<file path="src/rtl/dmix_pkg.sv">
package dmix_pkg;

    // Signed two's complement audio sample
    typedef logic signed [23:0] sample_t;

    // Unsigned gain with 7 fraction bits, 128 is unity
    typedef logic [7:0] gain_t;

    // Channel tag carried next to every sample
    typedef logic ch_t;

    localparam ch_t CH_LEFT  = 1'b0;
    localparam ch_t CH_RIGHT = 1'b1;

    // S/PDIF receiver states
    typedef enum logic [1:0] {
        RX_HUNT,
        RX_PREAMBLE,
        RX_DATA
    } rx_state_t;

    // Preamble pulse widths in unit intervals, first pulse in the top bits
    // B starts a block on the left channel
    localparam logic [7:0] PRE_B = {2'd3, 2'd1, 2'd1, 2'd3};

    // M is any other left subframe
    localparam logic [7:0] PRE_M = {2'd3, 2'd3, 2'd1, 2'd1};

    // W marks the right subframe
    localparam logic [7:0] PRE_W = {2'd3, 2'd2, 2'd1, 2'd2};

endpackage

</file>
<file path="src/rtl/spdif_rx.sv">
`timescale 1ns/1ps

module spdif_rx
    import dmix_pkg::*;
#(
    parameter int UI_CLKS    = 4,
    parameter int LOCK_COUNT = 4
) (
    input  logic    clk245760,
    input  logic    rst,
    input  logic    signal_i,
    output sample_t data_o,
    output ch_t     ch_o,
    output logic    valid_o,
    output logic    locked_o
);

    // Decision points halfway between the nominal pulse lengths
    localparam int LIM_SHORT = UI_CLKS / 2;
    localparam int LIM_1_2   = (3 * UI_CLKS) / 2;
    localparam int LIM_2_3   = (5 * UI_CLKS) / 2;
    localparam int LIM_LONG  = (7 * UI_CLKS) / 2;
    localparam int CNT_W     = $clog2(LIM_LONG + 2);
    localparam int LOCK_W    = $clog2(LOCK_COUNT + 1);

    logic [2:0]        sync_q;
    logic              edge_seen;
    logic [CNT_W-1:0]  run_cnt;
    logic [1:0]        width;

    rx_state_t         state;
    logic [7:0]        pre_sr;
    logic [7:0]        pre_next;
    logic [1:0]        pre_cnt;
    logic              pre_match;
    ch_t               sub_ch;

    logic              half_one;
    logic [4:0]        bit_cnt;
    logic [27:0]       bit_sr;
    logic [27:0]       bit_next;
    logic              bit_val;
    logic              bit_done;

    logic              sub_err;
    logic              sub_good;
    logic [LOCK_W-1:0] good_cnt;

    // Two synchronizer flops plus one more for edge detection
    always_ff @(posedge clk245760) begin
        if (rst) begin
            sync_q <= '0;
        end else begin
            sync_q <= {sync_q[1:0], signal_i};
        end
    end

    assign edge_seen = sync_q[2] ^ sync_q[1];

    // Clocks since the last transition, saturating on an idle line
    always_ff @(posedge clk245760) begin
        if (rst) begin
            run_cnt <= '0;
        end else if (edge_seen) begin
            run_cnt <= CNT_W'(1);
        end else if (run_cnt != '1) begin
            run_cnt <= run_cnt + 1'b1;
        end
    end

    // Pulse width in UI, 0 flags a pulse outside all windows
    always_comb begin
        if (run_cnt <= CNT_W'(LIM_SHORT) || run_cnt > CNT_W'(LIM_LONG)) begin
            width = 2'd0;
        end else if (run_cnt <= CNT_W'(LIM_1_2)) begin
            width = 2'd1;
        end else if (run_cnt <= CNT_W'(LIM_2_3)) begin
            width = 2'd2;
        end else begin
            width = 2'd3;
        end
    end

    assign pre_next  = {pre_sr[5:0], width};
    assign pre_match = (pre_next == PRE_B) || (pre_next == PRE_M) || (pre_next == PRE_W);

    // Bit cell decode, a long pulse is 0 and two short ones are 1
    always_comb begin
        bit_val  = 1'b0;
        bit_done = 1'b0;
        if (width == 2'd2 && !half_one) begin
            bit_done = 1'b1;
        end else if (width == 2'd1 && half_one) begin
            bit_val  = 1'b1;
            bit_done = 1'b1;
        end
        bit_next = {bit_val, bit_sr[27:1]};
    end

    // Subframe outcome, evaluated on each transition
    always_comb begin
        sub_err  = 1'b0;
        sub_good = 1'b0;
        if (edge_seen) begin
            case (state)
                RX_PREAMBLE: begin
                    sub_err = (width == 2'd0) || (pre_cnt == 2'd3 && !pre_match);
                end
                RX_DATA: begin
                    if (bit_done && bit_cnt == 5'd27) begin
                        // Even parity over bits 4 to 31
                        sub_err  = ^bit_next;
                        sub_good = ~^bit_next;
                    end else if (!bit_done && !(width == 2'd1 && !half_one)) begin
                        sub_err = 1'b1;
                    end
                end
                default: ;
            endcase
        end
    end

    always_ff @(posedge clk245760) begin
        if (rst) begin
            state    <= RX_HUNT;
            pre_cnt  <= '0;
            half_one <= 1'b0;
            bit_cnt  <= '0;
        end else if (edge_seen) begin
            case (state)
                RX_HUNT: begin
                    if (width == 2'd3) begin
                        pre_cnt <= 2'd1;
                        state   <= RX_PREAMBLE;
                    end
                end
                RX_PREAMBLE: begin
                    pre_cnt <= pre_cnt + 1'b1;
                    if (sub_err) begin
                        state <= RX_HUNT;
                    end else if (pre_cnt == 2'd3) begin
                        half_one <= 1'b0;
                        bit_cnt  <= '0;
                        state    <= RX_DATA;
                    end
                end
                RX_DATA: begin
                    if (sub_err || sub_good) begin
                        state <= RX_HUNT;
                    end else if (bit_done) begin
                        half_one <= 1'b0;
                        bit_cnt  <= bit_cnt + 1'b1;
                    end else begin
                        half_one <= 1'b1;
                    end
                end
                default: state <= RX_HUNT;
            endcase
        end
    end

    // Shift registers and the captured sample
    always_ff @(posedge clk245760) begin
        if (edge_seen) begin
            if (state == RX_HUNT) begin
                pre_sr <= {6'd0, width};
            end else if (state == RX_PREAMBLE) begin
                pre_sr <= pre_next;
            end
            if (state == RX_PREAMBLE && pre_cnt == 2'd3) begin
                sub_ch <= (pre_next == PRE_W) ? CH_RIGHT : CH_LEFT;
            end
            if (state == RX_DATA && bit_done) begin
                bit_sr <= bit_next;
            end
        end
        if (sub_good) begin
            data_o <= sample_t'(bit_next[23:0]);
            ch_o   <= sub_ch;
        end
    end

    // Lock tracking, samples only pass once locked
    always_ff @(posedge clk245760) begin
        if (rst) begin
            good_cnt <= '0;
            locked_o <= 1'b0;
            valid_o  <= 1'b0;
        end else begin
            valid_o <= sub_good && locked_o;
            if (sub_err) begin
                good_cnt <= '0;
                locked_o <= 1'b0;
            end else if (sub_good && !locked_o) begin
                good_cnt <= good_cnt + 1'b1;
                if (good_cnt == LOCK_W'(LOCK_COUNT - 1)) begin
                    locked_o <= 1'b1;
                end
            end
        end
    end

endmodule

</file>
<file path="src/rtl/sample_fifo.sv">
`timescale 1ns/1ps

module sample_fifo
    import dmix_pkg::*;
#(
    parameter int DEPTH_LOG2 = 4
) (
    input  logic    clk245760,
    input  logic    rst,
    input  logic    wr_i,
    input  sample_t wdata_i,
    input  ch_t     wch_i,
    output logic    full_o,
    output logic    rd_valid_o,
    output sample_t rdata_o,
    output ch_t     rch_o,
    input  logic    rd_ready_i
);

    localparam int DEPTH = 1 << DEPTH_LOG2;

    sample_t mem_data [DEPTH];
    ch_t     mem_ch   [DEPTH];

    // Pointers carry one extra bit to tell full from empty
    logic [DEPTH_LOG2:0] wr_ptr;
    logic [DEPTH_LOG2:0] rd_ptr;
    logic                do_write;
    logic                do_read;

    assign full_o = (wr_ptr[DEPTH_LOG2] != rd_ptr[DEPTH_LOG2]) &&
                    (wr_ptr[DEPTH_LOG2-1:0] == rd_ptr[DEPTH_LOG2-1:0]);
    assign rd_valid_o = (wr_ptr != rd_ptr);

    // Writes into a full buffer are dropped
    assign do_write = wr_i && !full_o;
    assign do_read  = rd_valid_o && rd_ready_i;

    // Head entry is visible as long as valid is high
    assign rdata_o = mem_data[rd_ptr[DEPTH_LOG2-1:0]];
    assign rch_o   = mem_ch[rd_ptr[DEPTH_LOG2-1:0]];

    always_ff @(posedge clk245760) begin
        if (do_write) begin
            mem_data[wr_ptr[DEPTH_LOG2-1:0]] <= wdata_i;
            mem_ch[wr_ptr[DEPTH_LOG2-1:0]]   <= wch_i;
        end
    end

    always_ff @(posedge clk245760) begin
        if (rst) begin
            wr_ptr <= '0;
            rd_ptr <= '0;
        end else begin
            if (do_write) begin
                wr_ptr <= wr_ptr + 1'b1;
            end
            if (do_read) begin
                rd_ptr <= rd_ptr + 1'b1;
            end
        end
    end

endmodule

</file>
<file path="src/rtl/gain_stage.sv">
`timescale 1ns/1ps

module gain_stage
    import dmix_pkg::*;
(
    input  logic    clk245760,
    input  logic    rst,
    input  logic    in_valid_i,
    output logic    in_ready_o,
    input  sample_t in_data_i,
    input  ch_t     in_ch_i,
    input  gain_t   gain_l_i,
    input  gain_t   gain_r_i,
    output logic    out_valid_o,
    input  logic    out_ready_i,
    output sample_t out_data_o,
    output ch_t     out_ch_o
);

    // Sample times gain with a sign bit in front of the gain
    localparam int PROD_W = $bits(sample_t) + $bits(gain_t) + 1;
    localparam logic signed [PROD_W-1:0] SAT_MAX = PROD_W'(32'sd8388607);
    localparam logic signed [PROD_W-1:0] SAT_MIN = PROD_W'(-32'sd8388608);

    logic                     advance;
    gain_t                    gain_sel;
    logic                     s1_valid;
    logic signed [PROD_W-1:0] s1_prod;
    ch_t                      s1_ch;
    logic signed [PROD_W-1:0] scaled;
    sample_t                  clamped;

    // Whole pipe moves when the output slot frees up
    assign advance    = !out_valid_o || out_ready_i;
    assign in_ready_o = advance;

    assign gain_sel = (in_ch_i == CH_RIGHT) ? gain_r_i : gain_l_i;

    // Floor division by 128, then clamp into sample range
    always_comb begin
        scaled = s1_prod >>> 7;
        if (scaled > SAT_MAX) begin
            clamped = {1'b0, {23{1'b1}}};
        end else if (scaled < SAT_MIN) begin
            clamped = {1'b1, 23'd0};
        end else begin
            clamped = sample_t'(scaled[23:0]);
        end
    end

    always_ff @(posedge clk245760) begin
        if (rst) begin
            s1_valid    <= 1'b0;
            out_valid_o <= 1'b0;
        end else if (advance) begin
            s1_valid    <= in_valid_i;
            out_valid_o <= s1_valid;
        end
    end

    always_ff @(posedge clk245760) begin
        if (advance) begin
            s1_prod    <= in_data_i * $signed({1'b0, gain_sel});
            s1_ch      <= in_ch_i;
            out_data_o <= clamped;
            out_ch_o   <= s1_ch;
        end
    end

endmodule

</file>
<file path="src/rtl/i2s_tx.sv">
`timescale 1ns/1ps

module i2s_tx
    import dmix_pkg::*;
#(
    parameter int BCK_CLKS = 8
) (
    input  logic    clk245760,
    input  logic    rst,
    input  logic    in_valid_i,
    output logic    in_ready_o,
    input  sample_t in_data_i,
    input  ch_t     in_ch_i,
    output logic    bck_o,
    output logic    lrck_o,
    output logic    data_o,
    output logic    underrun_o
);

    localparam int DIV_W = $clog2(BCK_CLKS);

    // Divider phases for the bit clock edges and the slot load
    localparam logic [DIV_W-1:0] DIV_RISE = DIV_W'(BCK_CLKS / 2 - 1);
    localparam logic [DIV_W-1:0] DIV_FALL = DIV_W'(BCK_CLKS - 1);
    localparam logic [DIV_W-1:0] DIV_LOAD = DIV_W'(BCK_CLKS - 2);

    logic [DIV_W-1:0] div_cnt;
    logic [5:0]       bit_cnt;
    logic             fall_now;
    logic             slot_end;
    logic             load_slot;
    ch_t              next_ch;
    sample_t          shift_q;

    assign fall_now = (div_cnt == DIV_FALL);
    assign slot_end = (bit_cnt[4:0] == 5'd31);

    // Fetch for the coming slot one clock before the word clock moves
    assign load_slot  = (div_cnt == DIV_LOAD) && slot_end;
    assign in_ready_o = load_slot;
    assign next_ch    = ~bit_cnt[5];

    // Upper bit of the frame counter is the word clock
    assign lrck_o = bit_cnt[5];

    always_ff @(posedge clk245760) begin
        if (rst) begin
            div_cnt    <= '0;
            bit_cnt    <= '0;
            bck_o      <= 1'b0;
            data_o     <= 1'b0;
            shift_q    <= '0;
            underrun_o <= 1'b0;
        end else begin
            underrun_o <= load_slot && !in_valid_i;

            if (fall_now) begin
                div_cnt <= '0;
                bck_o   <= 1'b0;
                bit_cnt <= bit_cnt + 1'b1;
            end else begin
                div_cnt <= div_cnt + 1'b1;
                if (div_cnt == DIV_RISE) begin
                    bck_o <= 1'b1;
                end
            end

            if (load_slot) begin
                // Wrong tag or nothing ready sends a silent slot
                if (in_valid_i && in_ch_i == next_ch) begin
                    shift_q <= in_data_i;
                end else begin
                    shift_q <= '0;
                end
            end else if (fall_now && !slot_end) begin
                shift_q <= shift_q << 1;
            end

            // MSB goes out one bit clock after the word clock edge
            if (fall_now) begin
                data_o <= slot_end ? 1'b0 : shift_q[23];
            end
        end
    end

endmodule

</file>
<file path="src/rtl/dmix_top.sv">
`timescale 1ns/1ps

module dmix_top
    import dmix_pkg::*;
#(
    parameter int UI_CLKS    = 4,
    parameter int LOCK_COUNT = 4,
    parameter int DEPTH_LOG2 = 4,
    parameter int BCK_CLKS   = 8
) (
    input  logic  clk245760,
    input  logic  rst,
    input  logic  spdif_i,
    input  gain_t gain_l_i,
    input  gain_t gain_r_i,
    output logic  dac_bck_o,
    output logic  dac_lrck_o,
    output logic  dac_data_o,
    output logic  locked_o,
    output logic  underrun_o
);

    logic    rx_valid;
    sample_t rx_data;
    ch_t     rx_ch;

    logic    f_valid;
    logic    f_ready;
    sample_t f_data;
    ch_t     f_ch;

    logic    g_valid;
    logic    g_ready;
    sample_t g_data;
    ch_t     g_ch;

    spdif_rx #(
        .UI_CLKS    (UI_CLKS),
        .LOCK_COUNT (LOCK_COUNT)
    ) rx0 (
        .clk245760 (clk245760),
        .rst       (rst),
        .signal_i  (spdif_i),
        .data_o    (rx_data),
        .ch_o      (rx_ch),
        .valid_o   (rx_valid),
        .locked_o  (locked_o)
    );

    // Receiver cannot stall, overflow drops samples
    sample_fifo #(
        .DEPTH_LOG2 (DEPTH_LOG2)
    ) fifo0 (
        .clk245760  (clk245760),
        .rst        (rst),
        .wr_i       (rx_valid),
        .wdata_i    (rx_data),
        .wch_i      (rx_ch),
        .full_o     (),
        .rd_valid_o (f_valid),
        .rdata_o    (f_data),
        .rch_o      (f_ch),
        .rd_ready_i (f_ready)
    );

    gain_stage gain0 (
        .clk245760   (clk245760),
        .rst         (rst),
        .in_valid_i  (f_valid),
        .in_ready_o  (f_ready),
        .in_data_i   (f_data),
        .in_ch_i     (f_ch),
        .gain_l_i    (gain_l_i),
        .gain_r_i    (gain_r_i),
        .out_valid_o (g_valid),
        .out_ready_i (g_ready),
        .out_data_o  (g_data),
        .out_ch_o    (g_ch)
    );

    i2s_tx #(
        .BCK_CLKS (BCK_CLKS)
    ) tx0 (
        .clk245760  (clk245760),
        .rst        (rst),
        .in_valid_i (g_valid),
        .in_ready_o (g_ready),
        .in_data_i  (g_data),
        .in_ch_i    (g_ch),
        .bck_o      (dac_bck_o),
        .lrck_o     (dac_lrck_o),
        .data_o     (dac_data_o),
        .underrun_o (underrun_o)
    );

endmodule

</file>
<file path="config.mk">
export PLATFORM = sky130hd
export DESIGN_NAME = dmix_top
export DESIGN_NICKNAME = d
export VERILOG_FILES = /design/src/rtl/dmix_pkg.sv /design/src/rtl/spdif_rx.sv /design/src/rtl/sample_fifo.sv /design/src/rtl/gain_stage.sv /design/src/rtl/i2s_tx.sv /design/src/rtl/dmix_top.sv
export SDC_FILE = /design/constraint.sdc
export NUM_CORES = 1
export LEC_CHECK = 0
export BUFFER_PORTS_ARGS = -buffer_cell sky130_fd_sc_hd__buf_2
export CAP_MARGIN = 20
export CORE_UTILIZATION = 25
export CTS_CLUSTER_DIAMETER = 150
export CTS_CLUSTER_SIZE = 28
export DETAILED_ROUTE_END_ITERATION = 6
export HOLD_SLACK_MARGIN = 0.12
export PLACE_DENSITY = 0.41
export SLEW_MARGIN = 10
export SYNTH_ARGS = -nofsm -noshare
export SYNTH_HDL_FRONTEND = slang
export SYNTH_SLANG_ARGS = --single-unit
</file>
<file path="constraint.sdc">
create_clock -name clk245760 -period 7.89 [get_ports clk245760]
set_input_delay 1.578 -clock clk245760 [delete_from_list [all_inputs] [get_ports clk245760]]
set_output_delay 1.578 -clock clk245760 [all_outputs]
set_load 0.01 [all_outputs]
</file>
### Word level (Yosys, flattened, before mapping)

Memories as Yosys holds them, arrays and structs flattened. A register that Yosys moved wholly into a read port is not among the register bits.
Index checks and enable logic that the tools add are counted.

* logic and storage cells: 172
* register bits after elaboration: 189
* memory bits (writable): 400
* output and inout bits: 5
* memories: 2

Memory list
* fifo0.mem_data: words 16, bits a word 24, read ports 1, clocked after Yosys merged registers in 1, wr ports 1, line sample_fifo.sv:22 `sample_t mem_data [DEPTH];`
* fifo0.mem_ch: words 16, bits a word 1, read ports 1, clocked after Yosys merged registers in 1, wr ports 1, line sample_fifo.sv:23 `ch_t mem_ch [DEPTH];`

* bitwise gates (word level): 2
* reductions and logical operators: 50
* add/subtract/negate cells: 8
* multiplexer cells: 46
* magnitude comparators: 6
* multipliers: 1
* eq/ne operators: 27

Operators by type and width (count)
* two-way mux 24 bit: 4
* multiplier 24 x 9 -> 33 bit: 1
* XNOR reduction 28 bit: 1
* XOR reduction 28 bit: 1
* > comparator 26 x 24 -> 1 bit (second input constant): 1
* < comparator 26 x 24 -> 1 bit (second input constant): 1
* == test 8 bit (second input constant): 3
* two-way mux 1 bit: 20
* two-way mux 5 bit: 4
* logical AND 1 bit: 17
* two-way mux 4 bit: 4
* adder 5 x 1 -> 5 bit (second input constant): 3
* two-way mux 2 bit: 7
* == test 5 bit (second input constant): 2
* case mux 5 bit (2 select lines): 1
* == test 2 bit (second input constant): 4
* zero test 1 bit: 8
* two-way mux 8 bit: 1
* != test 2 x 1 -> 1 bit (second input constant): 4
* AND reduction 2 bit: 4
* nonzero test 2 bit: 4
* adder 3 x 1 -> 3 bit (second input constant): 2
* adder 6 x 1 -> 6 bit (second input constant): 1
* == test 3 x 2 -> 1 bit (second input constant): 2
* 28 further kinds: 40

### Depth between registers and ports, before layout

Gate-level depths: netlist of run 1.

* depth in word-level cells: 17
* gate-level depth with buffers: 29

### Hierarchy

Synthesis of run 1 repeated with hierarchy kept, for this count alone.

* cell total of the unflattened synthesis: 2048
* area, all modules: 29874.9 um^2

Modules (own cells, without submodules)
* sample_fifo: area an instance 15934.0 um^2, times used 1, cells each 655
* gain_stage: area an instance 8650.8 um^2, times used 1, cells each 925
* spdif_rx: area an instance 3544.6 um^2, times used 1, cells each 278
* i2s_tx: area an instance 1745.4 um^2, times used 1, cells each 190

### Worst setup path before layout of run 1

OpenSTA, ideal clock, no wires.

* path kind: input -> register
* from: in gain_r_i[0]
* to: reg gain0.s1_prod[22], data pin
* data arrival time: 6.502 ns
* stages: 20
* setup time: 0.258 ns
* data required time: 7.632 ns
* slack: 1.131 ns
* cell sequence: nand2_1 > mux2i_1 > or3_1 > clkbuf_1 > clkbuf_1 > nand2_1 > fa_1 > inv_1 > fa_1 > fa_1 > fa_1 > ha_1 > a21o_1 > a211o_1 > or2_2 > o21ai_4 > o21ai_2 > a21o_1 > a21oi_1 > xnor2_1

* longest elaborated chain between the ends: 2

RTL lines
* start, declared: line dmix_top.sv:15 `input gain_t gain_r_i,`
* two-way mux 8 bit: line gain_stage.sv:37 `assign gain_sel = (in_ch_i == CH_RIGHT) ? gain_r_i : gain_l_i;`
* multiplier 24 x 9 -> 33 bit: line gain_stage.sv:63 `s1_prod <= in_data_i * $signed({1'b0, gain_sel});`
* end signal, assigned: line gain_stage.sv:63
* end, declared: line gain_stage.sv:28 `logic signed [PROD_W-1:0] s1_prod;`

Every way passes these cells.
A chain may end at the register's enable or synchronous reset.

==> out/summary.log, run 1 <==
[synth] share of flip-flops with an asynchronous set or reset 0
[finish] number of antenna diodes 0
[clocking] Hold-fix buffers, CTS 0
[clocking] TritonCTS Sinks 585
[job] Max-Cap Viols 0
[placed_design] count of input and output buffers 23
[clocking] CTS H-tree lvls 1
[power] VDD IR max 0.000327 V
[power] combinational fraction of design power 0.568
[synth] cell taking the most area after synthesis sky130_fd_sc_hd__edfxtp_1
[clocking] clock edge transition at the registers on the reported setup and hold paths 0.11 ns
[setup_path] Crit path arrival time 7.67 ns
[floorplanning] number of ports placed on the die boundary 24
[synth] nets in the synthesized netlist 2246
[floorplanning] Die Outline Area 117000 µm²
[synth] area share of the largest cell type after synthesis 0.531
[finish] net count reported at finish 2266
[floorplanning] effective utilization at floorplan 0.252
[synth] sequential-to-total area share from yosys stat 0.582
[finish] Cell Count, Final, Fillers Out 3547
[synth] commonest cells in the synthesized netlist 511 x sky130_fd_sc_hd__edfxtp_1, 231 x sky130_fd_sc_hd__nor2_1, 197 x sky130_fd_sc_hd__inv_1
[sta] setup repair after global routing missed its margin no
[route] number of antenna-violating nets in the routed design 0
[power] cell area power density 407 nW/µm²
[placed_design] DP Cell Count 3501
[sta] final-layout worst hold slack 0.448 ns
[clocking] # resized after CTS 0
[power] proportion of power drawn by the clock network 0.123
[route] DRC violations left 6
[global_route] first-pass GRT wire length 106 mm
[clocking] maximum root-to-sink buffer count 3
[synth] Netlist cell types 66
[finish] proportion of layout cells with a drive suffix above 1 0.134
[power] internal power component 7840 µW
[outcome] failing checks design-rule violations
[min_path] type of the most critical hold path reg2reg
[synth] summed instance area of the synthesized netlist 28900 µm²
[floorplanning] area of the core region 115000 µm²
[clocking] clock buffer count from CTS 25
[floorplanning] total number of placement rows 124
[synth] Synth Area in Compound Gates 0.0325
[synth] YS warnings 0
[setup_path] category of the worst setup path launch point flip-flop
[synth] register bit total from synthesis 585
[power] P_leak 0.0112 µW
[synth] adder-cell area share of the yosys netlist 0.139
[finish] final core utilization 0.278
[power] switching part of the total power 0.396
[placed_design] pre-CTS WS 0.464 ns
[synth] Syn Area/Cell 14.5 µm²
[sta] slew at the pin closest to its max-slew limit 1.02 ns
[synth] number of enable flip-flop cells after synthesis 511
[synth] dominant synthesized flop cell sky130_fd_sc_hd__edfxtp_1
[synth] fraction of the mapped netlist area in simple logic gates 0.0802
[synth] synthesized netlist cell count 1996
[sta] max-slew violation count 0
[global_route] largest net degree at the start of global routing 53
[floorplanning] horizontal extent of the die 342 µm
[synth] leading post-synthesis cells by cell area sky130_fd_sc_hd__edfxtp_1 53%, sky130_fd_sc_hd__fa_1 10%, sky130_fd_sc_hd__mux4_2 8.5%
[power] register share of total power 0.309
[clocking] TritonCTS clock tree done
[sta] worst-case headroom to the max-slew limit 0.321
[route] final wirelength 69.7 mm
[synth] top-count cell post-synth sky130_fd_sc_hd__edfxtp_1
[sta] Max Freq 0.137 GHz
[global_route] Overall Global Routing Usage 0.121
[synth] mux cell area share after synthesis 0.104
[clocking] post-CTS setup buffers 0
[route] via total after detailed routing 15599
[sta] setup clock skew after layout 0.0581 ns
[power] power dissipated by switching net loads 5150 µW
[outcome] outcome complete, but fails checks
[sta] worst path setup slack after routing 0.582 ns
[setup_path] Critical Path Fanout Max 15
[placed_design] final estimated routing congestion in global placement 0.782
[finish] layout-stage area growth over the synthesis result 10.3%
[global_route] via count of the first global-routing pass 16819
[setup_path] kind of end point of the critical path flip-flop
[sta] final critical-path required period 7.31 ns
[sta] Total Neg Setup Slack 0 ns
[setup_path] CP required 8.26 ns
[clocking] insertion delay to the later sink of the worst-skew pair 0.63 ns
[placed_design] half-perimeter wire length after placement 44.4 mm
[synth] synthesized-area fraction occupied by xor and xnor cells 0.0244
[sta] final setup vio count 0
[sta] period utilization 0.926
[floorplanning] die height 342 µm
[global_route] total grt overflow 0
[finish] Fill cells 11657
[route] 1st-pass router iterations 7
[synth] largest family of logic cells by synthesized area adder cells
[clocking] CTS root buf sky130_fd_sc_hd__clkbuf_16
[route] average via count per standard cell 4.40
[sta] hold violation count in the final report 0
[route] first-iteration detailed-routing DRC count 1128
[global_route] initial antenna violation count 2
[route] mean routed wirelength per cell 19.6 µm
[setup_path] category of the most critical setup path reg2reg
## registers in the layout (all words and copies together) (netlist names), 2 cells and up, named ones only
name / count
fifo0.mem_ch: 16
fifo0.mem_data: 384
fifo0.rd_ptr: 5
fifo0.wr_ptr: 5
gain0.out_data_o: 24
gain0.s1_prod: 26
rx0.bit_cnt: 5
rx0.bit_sr: 27
rx0.data_o: 24
rx0.good_cnt: 3
rx0.pre_cnt: 2
rx0.pre_sr: 6
rx0.run_cnt: 4
rx0.state: 2
rx0.sync_q: 3
tx0.bit_cnt: 6
tx0.div_cnt: 3
tx0.shift_q: 24
## metal layers
layer	part of all wire	global-route usage	wire [µm]
met5	0	0	0
met2	0.50	0.212	34900
met4	0.015	0.0190	1060
met3	0.029	0.0116	2030
met1	0.46	0.164	31700
## logic make-up (layout without fill, tap and decap cells)
logic type | after synthesis | count (layout)
AO/OA/AOI/OAI | 146 | 146
XOR/XNOR | 79 | 79
adder cells (fa/ha/maj) | 231 | 231
buffers and inverters | 279 | 318
flip-flops | 585 | 585
multiplexers | 162 | 162
AND/OR/NAND/NOR | 514 | 514
## cell type report
class	instances	area, µm²	share of cell area
sequential	585	16800	0.528
multi-input combinational	1132	11100	0.349
tap	1512	1890	0.0594
inverter	197	739	0.0232
clock buffer	43	703	0.0221
timing repair buffer	75	531	0.0166
clock inverter	3	58.8	0.00185
## cells in the final DEF (no fill, tap or decap), types with 22 or more instances in the layout
cell                        instances
sky130_fd_sc_hd__buf_4             50
sky130_fd_sc_hd__a21oi_1           58
sky130_fd_sc_hd__inv_1            197
sky130_fd_sc_hd__nor2b_1           36
sky130_fd_sc_hd__mux2i_1           29
sky130_fd_sc_hd__mux2_2            22
sky130_fd_sc_hd__mux4_2           109
sky130_fd_sc_hd__xor2_1            29
sky130_fd_sc_hd__fa_1             149
sky130_fd_sc_hd__nand2b_1          37
sky130_fd_sc_hd__nor2_1           218
sky130_fd_sc_hd__nor4_1            23
sky130_fd_sc_hd__clkbuf_16         25
sky130_fd_sc_hd__ha_1              82
sky130_fd_sc_hd__xnor2_1           49
sky130_fd_sc_hd__dfxtp_1           70
sky130_fd_sc_hd__buf_2             23
sky130_fd_sc_hd__nand2_1          121
sky130_fd_sc_hd__edfxtp_1         511
## critical path, cell delays in order, from the launching register on
cell                        delay (ns)
sky130_fd_sc_hd__dfxtp_2          0.62
sky130_fd_sc_hd__mux2_2           0.26
sky130_fd_sc_hd__a2bb2oi_1        0.39
sky130_fd_sc_hd__nand2_1          0.12
sky130_fd_sc_hd__o21ai_2          0.63
sky130_fd_sc_hd__mux2_2           0.59
sky130_fd_sc_hd__buf_4            0.29
sky130_fd_sc_hd__nand2_1          0.09
sky130_fd_sc_hd__fa_1             0.50
sky130_fd_sc_hd__inv_1            0.05
sky130_fd_sc_hd__fa_1             0.48
sky130_fd_sc_hd__fa_1             0.56
sky130_fd_sc_hd__fa_1             0.41
sky130_fd_sc_hd__ha_1             0.34
sky130_fd_sc_hd__a21o_1           0.20
sky130_fd_sc_hd__a211o_1          0.31
sky130_fd_sc_hd__or2_2            0.32
sky130_fd_sc_hd__o21ai_4          0.25
sky130_fd_sc_hd__o21a_2           0.25
sky130_fd_sc_hd__o21bai_2         0.10
sky130_fd_sc_hd__a21oi_1          0.19
sky130_fd_sc_hd__xnor2_1          0.08
## power by group through the flow
| stage | combinational, µW | clock, µW | sequential [µW] |
|---|---|---|---|
| 4_1_cts | 7590 | 1670 | 4010 |
| 3_5_place_dp | 7540 | 0 | 4080 |
| 2_1_floorplan | 5920 | 0 | 4050 |
| 5_1_grt | 8590 | 1770 | 4030 |
| 6_report | 7380 | 1600 | 4010 |
| 3_3_place_gp | 7510 | 0 | 4080 |
## path summary, 6_finish.rpt
kind,from,to,slack (ns),depth (start not counted)
max,flip-flop,gain0.s1_prod[30]$_DFFE_PN_,0.58,21
min,gain0.s1_ch$_DFFE_PN_,gain0.out_ch_o$_DFFE_PN_,0.45,0
max reg2reg,flip-flop,gain0.s1_prod[30]$_DFFE_PN_,0.58,21
min reg2reg,gain0.s1_ch$_DFFE_PN_,gain0.out_ch_o$_DFFE_PN_,0.45,0
## through the flow
| step | power (µW) | instance area (µm²) |
|---|---|---|
| after global placement | 11600 | 31100 |
| after floorplan | 9970 | 28900 |
| after detailed placement | 11600 | 31100 |
| after CTS | 13300 | 31900 |
| final | 13000 | 31900 |
| after global routing | 14400 | 31900 |
No activity file was read; power rests on OpenSTA's default activity.
==> inputs of run 2 (changes only) <==
--- a/config.mk
+++ b/config.mk
@@ -11,9 +11,11 @@
 export CTS_CLUSTER_DIAMETER = 150
 export CTS_CLUSTER_SIZE = 28
 export DETAILED_ROUTE_END_ITERATION = 6
+export GPL_TIMING_DRIVEN = 0
 export HOLD_SLACK_MARGIN = 0.12
 export PLACE_DENSITY = 0.41
 export SLEW_MARGIN = 10
 export SYNTH_ARGS = -nofsm -noshare
 export SYNTH_HDL_FRONTEND = slang
+export SYNTH_HIERARCHICAL = 1
 export SYNTH_SLANG_ARGS = --single-unit
==> out/summary.log, run 2 <==
[route] DRC violations left 0
[synth] Syn Area/Cell 14.6 µm²
[synth] top-count cell post-synth sky130_fd_sc_hd__edfxtp_1
[global_route] Overall Global Routing Usage 0.125
[clocking] CTS root buf sky130_fd_sc_hd__clkbuf_16
[clocking] post-CTS setup buffers 0
[finish] Fill cells 11959
[floorplanning] horizontal extent of the die 348 µm
[synth] dominant synthesized flop cell sky130_fd_sc_hd__edfxtp_1
[setup_path] Critical Path Fanout Max 10
[clocking] clock edge transition at the registers on the reported setup and hold paths 0.11 ns
[floorplanning] total number of placement rows 126
[clocking] maximum root-to-sink buffer count 3
[sta] final setup vio count 0
[placed_design] final estimated routing congestion in global placement 0.770
[finish] most frequent cells in the layout 511 x sky130_fd_sc_hd__edfxtp_1, 238 x sky130_fd_sc_hd__inv_1, 149 x sky130_fd_sc_hd__fa_1
[synth] register bit total from synthesis 585
[setup_path] Crit path arrival time 7.89 ns
[synth] area share of the largest cell type after synthesis 0.514
[synth] nets in the synthesized netlist 2298
[placed_design] count of input and output buffers 23
[finish] layout-stage area growth over the synthesis result 10.8%
[global_route] via count of the first global-routing pass 17692
[sta] worst-case headroom to the max-slew limit 0.249
[clocking] # resized after CTS 24
[setup_path] kind of end point of the critical path flip-flop
[setup_path] category of the most critical setup path reg2reg
[synth] YS warnings 6
[global_route] total grt overflow 0
[synth] summed instance area of the synthesized netlist 29900 µm²
[route] mean routed wirelength per cell 20.4 µm
[clocking] clock buffer count from CTS 24
[synth] leading post-synthesis cells by cell area sky130_fd_sc_hd__edfxtp_1 51%, sky130_fd_sc_hd__fa_1 10%, sky130_fd_sc_hd__mux4_2 8.7%
[sta] period utilization 0.953
[route] average via count per standard cell 4.45
[clocking] insertion delay to the later sink of the worst-skew pair 0.62 ns
[sta] hold violation count in the final report 0
[sta] final-layout worst hold slack 0.443 ns
[synth] sequential-to-total area share from yosys stat 0.563
[sta] max-slew violation count 0
[setup_path] CP required 8.26 ns
[clocking] CTS H-tree lvls 1
[sta] slew at the pin closest to its max-slew limit 1.13 ns
[global_route] largest net degree at the start of global routing 60
[finish] most common library cell in the layout ignoring fill and taps sky130_fd_sc_hd__edfxtp_1
[finish] proportion of layout cells with a drive suffix above 1 0.150
[setup_path] category of the worst setup path launch point flip-flop
[job] Max-Cap Viols 0
[sta] final critical-path required period 7.52 ns
[floorplanning] Die Outline Area 121000 µm²
[route] first-iteration detailed-routing DRC count 984
[sta] setup clock skew after layout 0.0214 ns
[finish] net count reported at finish 2365
[global_route] first-pass GRT wire length 114 mm
[min_path] hold_sp gain0/s1_ch$_DFFE_PP_
[synth] synthesized netlist cell count 2048
[synth] Netlist cell types 84
[synth] share of flip-flops with an asynchronous set or reset 0
[floorplanning] number of ports placed on the die boundary 24
[clocking] TritonCTS Sinks 585
[sta] Max Freq 0.133 GHz
[clocking] TritonCTS clock tree done
[synth] number of enable flip-flop cells after synthesis 511
[route] final wirelength 74.8 mm
[outcome] outcome finished, final reports clean
[floorplanning] die height 348 µm
[floorplanning] effective utilization at floorplan 0.253
[route] 1st-pass router iterations 4
[finish] max reg flops 384
[placed_design] half-perimeter wire length after placement 52.3 mm
[min_path] type of the most critical hold path reg2reg
[route] number of antenna-violating nets in the routed design 0
[floorplanning] area of the core region 118000 µm²
[synth] cell taking the most area after synthesis sky130_fd_sc_hd__edfxtp_1
[route] via total after detailed routing 16323
[sta] setup repair after global routing missed its margin no
[clocking] Hold-fix buffers, CTS 0
[synth] commonest cells in the synthesized netlist 511 x sky130_fd_sc_hd__edfxtp_1, 238 x sky130_fd_sc_hd__inv_1, 149 x sky130_fd_sc_hd__fa_1
[global_route] initial antenna violation count 5
-- run 2: cell types whose count changed after synthesis, sizes merged, moves of 16 or more --
cell | before | now
a31oi | 5 | 25
and2 | 12 | 53
and3 | 4 | 28
buf | 26 | 43
inv | 197 | 238
mux2i | 31 | 13
mux4 | 109 | 125
nand2b | 37 | 12
nor2 | 231 | 114
nor2b | 36 | 61
nor3 | 17 | 35
-- run 2: cell type report --
cell class                 count  area (µm²)  share of cell area
sequential                   585       16800               0.508
inverter                     240         902              0.0272
timing repair buffer          43         517              0.0156
buffer                        82         460              0.0139
clock inverter                 2        33.8             0.00102
tap                         1536        1920              0.0580
clock buffer                  42         668              0.0202
multi-input combinational   1139       11800               0.356
antenna                        2        5.00            0.000151
-- run 2: logic make-up (layout without fill, tap and decap cells) --
family | Yosys count | in the layout | share of synthesized area
DFF | 585 | 585 | 0.563
buffers and inverters | 324 | 409 | 0.0450
and+or+nand+nor | 523 | 523 | 0.0936
muxes | 151 | 151 | 0.105
xor gates and xnor gates | 68 | 68 | 0.0216
AOI/OAI and AO/OA | 166 | 166 | 0.0378
other | 0 | 2 | 0
adders and majority gates | 231 | 231 | 0.134
-- run 2: path summary, 6_finish.rpt --
kind / slack, ns / end / cells past startpoint
worst min register to register: 0.44 / gain0/out_ch_o$_DFFE_PP_ / 0
worst max-delay path: 0.37 / gain0/s1_prod[32]$_DFFE_PP_ / 23
worst min-delay path: 0.44 / gain0/out_ch_o$_DFFE_PP_ / 0
worst max register to register: 0.37 / gain0/s1_prod[32]$_DFFE_PP_ / 23
-- run 2: layer usage --
metal	up-vias	track usage	part of all wire	routed length (µm)
li1	7443	-	-	-
met1	8627	0.173	0.47	35200
met2	207	0.214	0.49	36500
met3	46	0.0115	0.027	1990
met4	0	0.0213	0.014	1060
met5	-	0	0	0
-- run 2: per-stage QoR --
stage	utilization	TNS (ns)	instances	worst slack [ns]	area, µm²
floorplan	-	0	2048	1.36	29900
global placement	0.270	-24.25	3607	-1.44	31900
detailed placement	0.274	-13.22	3627	-1.03	32400
CTS	0.280	0	3670	0.0122	33100
global route	0.280	0	3669	0.00887	33100
finish	0.280	0	3671	0.370	33100
-- run 2: critical path, stage by stage, from the launching register on --
cell and delay, ns:
sky130_fd_sc_hd__dfxtp_1 0.35, sky130_fd_sc_hd__buf_6 0.18, sky130_fd_sc_hd__buf_4 0.31, sky130_fd_sc_hd__mux4_2 0.55, sky130_fd_sc_hd__mux4_2 0.59, sky130_fd_sc_hd__buf_6 0.20
sky130_fd_sc_hd__mux2_2 0.42, sky130_fd_sc_hd__buf_2 0.40, sky130_fd_sc_hd__nand2_1 0.14, sky130_fd_sc_hd__fa_1 0.56, sky130_fd_sc_hd__inv_1 0.05, sky130_fd_sc_hd__fa_1 0.46
sky130_fd_sc_hd__fa_1 0.54, sky130_fd_sc_hd__inv_1 0.05, sky130_fd_sc_hd__fa_1 0.54, sky130_fd_sc_hd__inv_1 0.04, sky130_fd_sc_hd__ha_1 0.38, sky130_fd_sc_hd__nand3_1 0.17
sky130_fd_sc_hd__nor3_4 0.26, sky130_fd_sc_hd__o2111ai_2 0.26, sky130_fd_sc_hd__a211oi_4 0.45, sky130_fd_sc_hd__nor2_1 0.08, sky130_fd_sc_hd__o21ai_1 0.17, sky130_fd_sc_hd__xnor2_1 0.09
Power of run 2 is not shown: default switching activity piles up to over one toggle a cycle in this logic, so the estimate is an artifact.
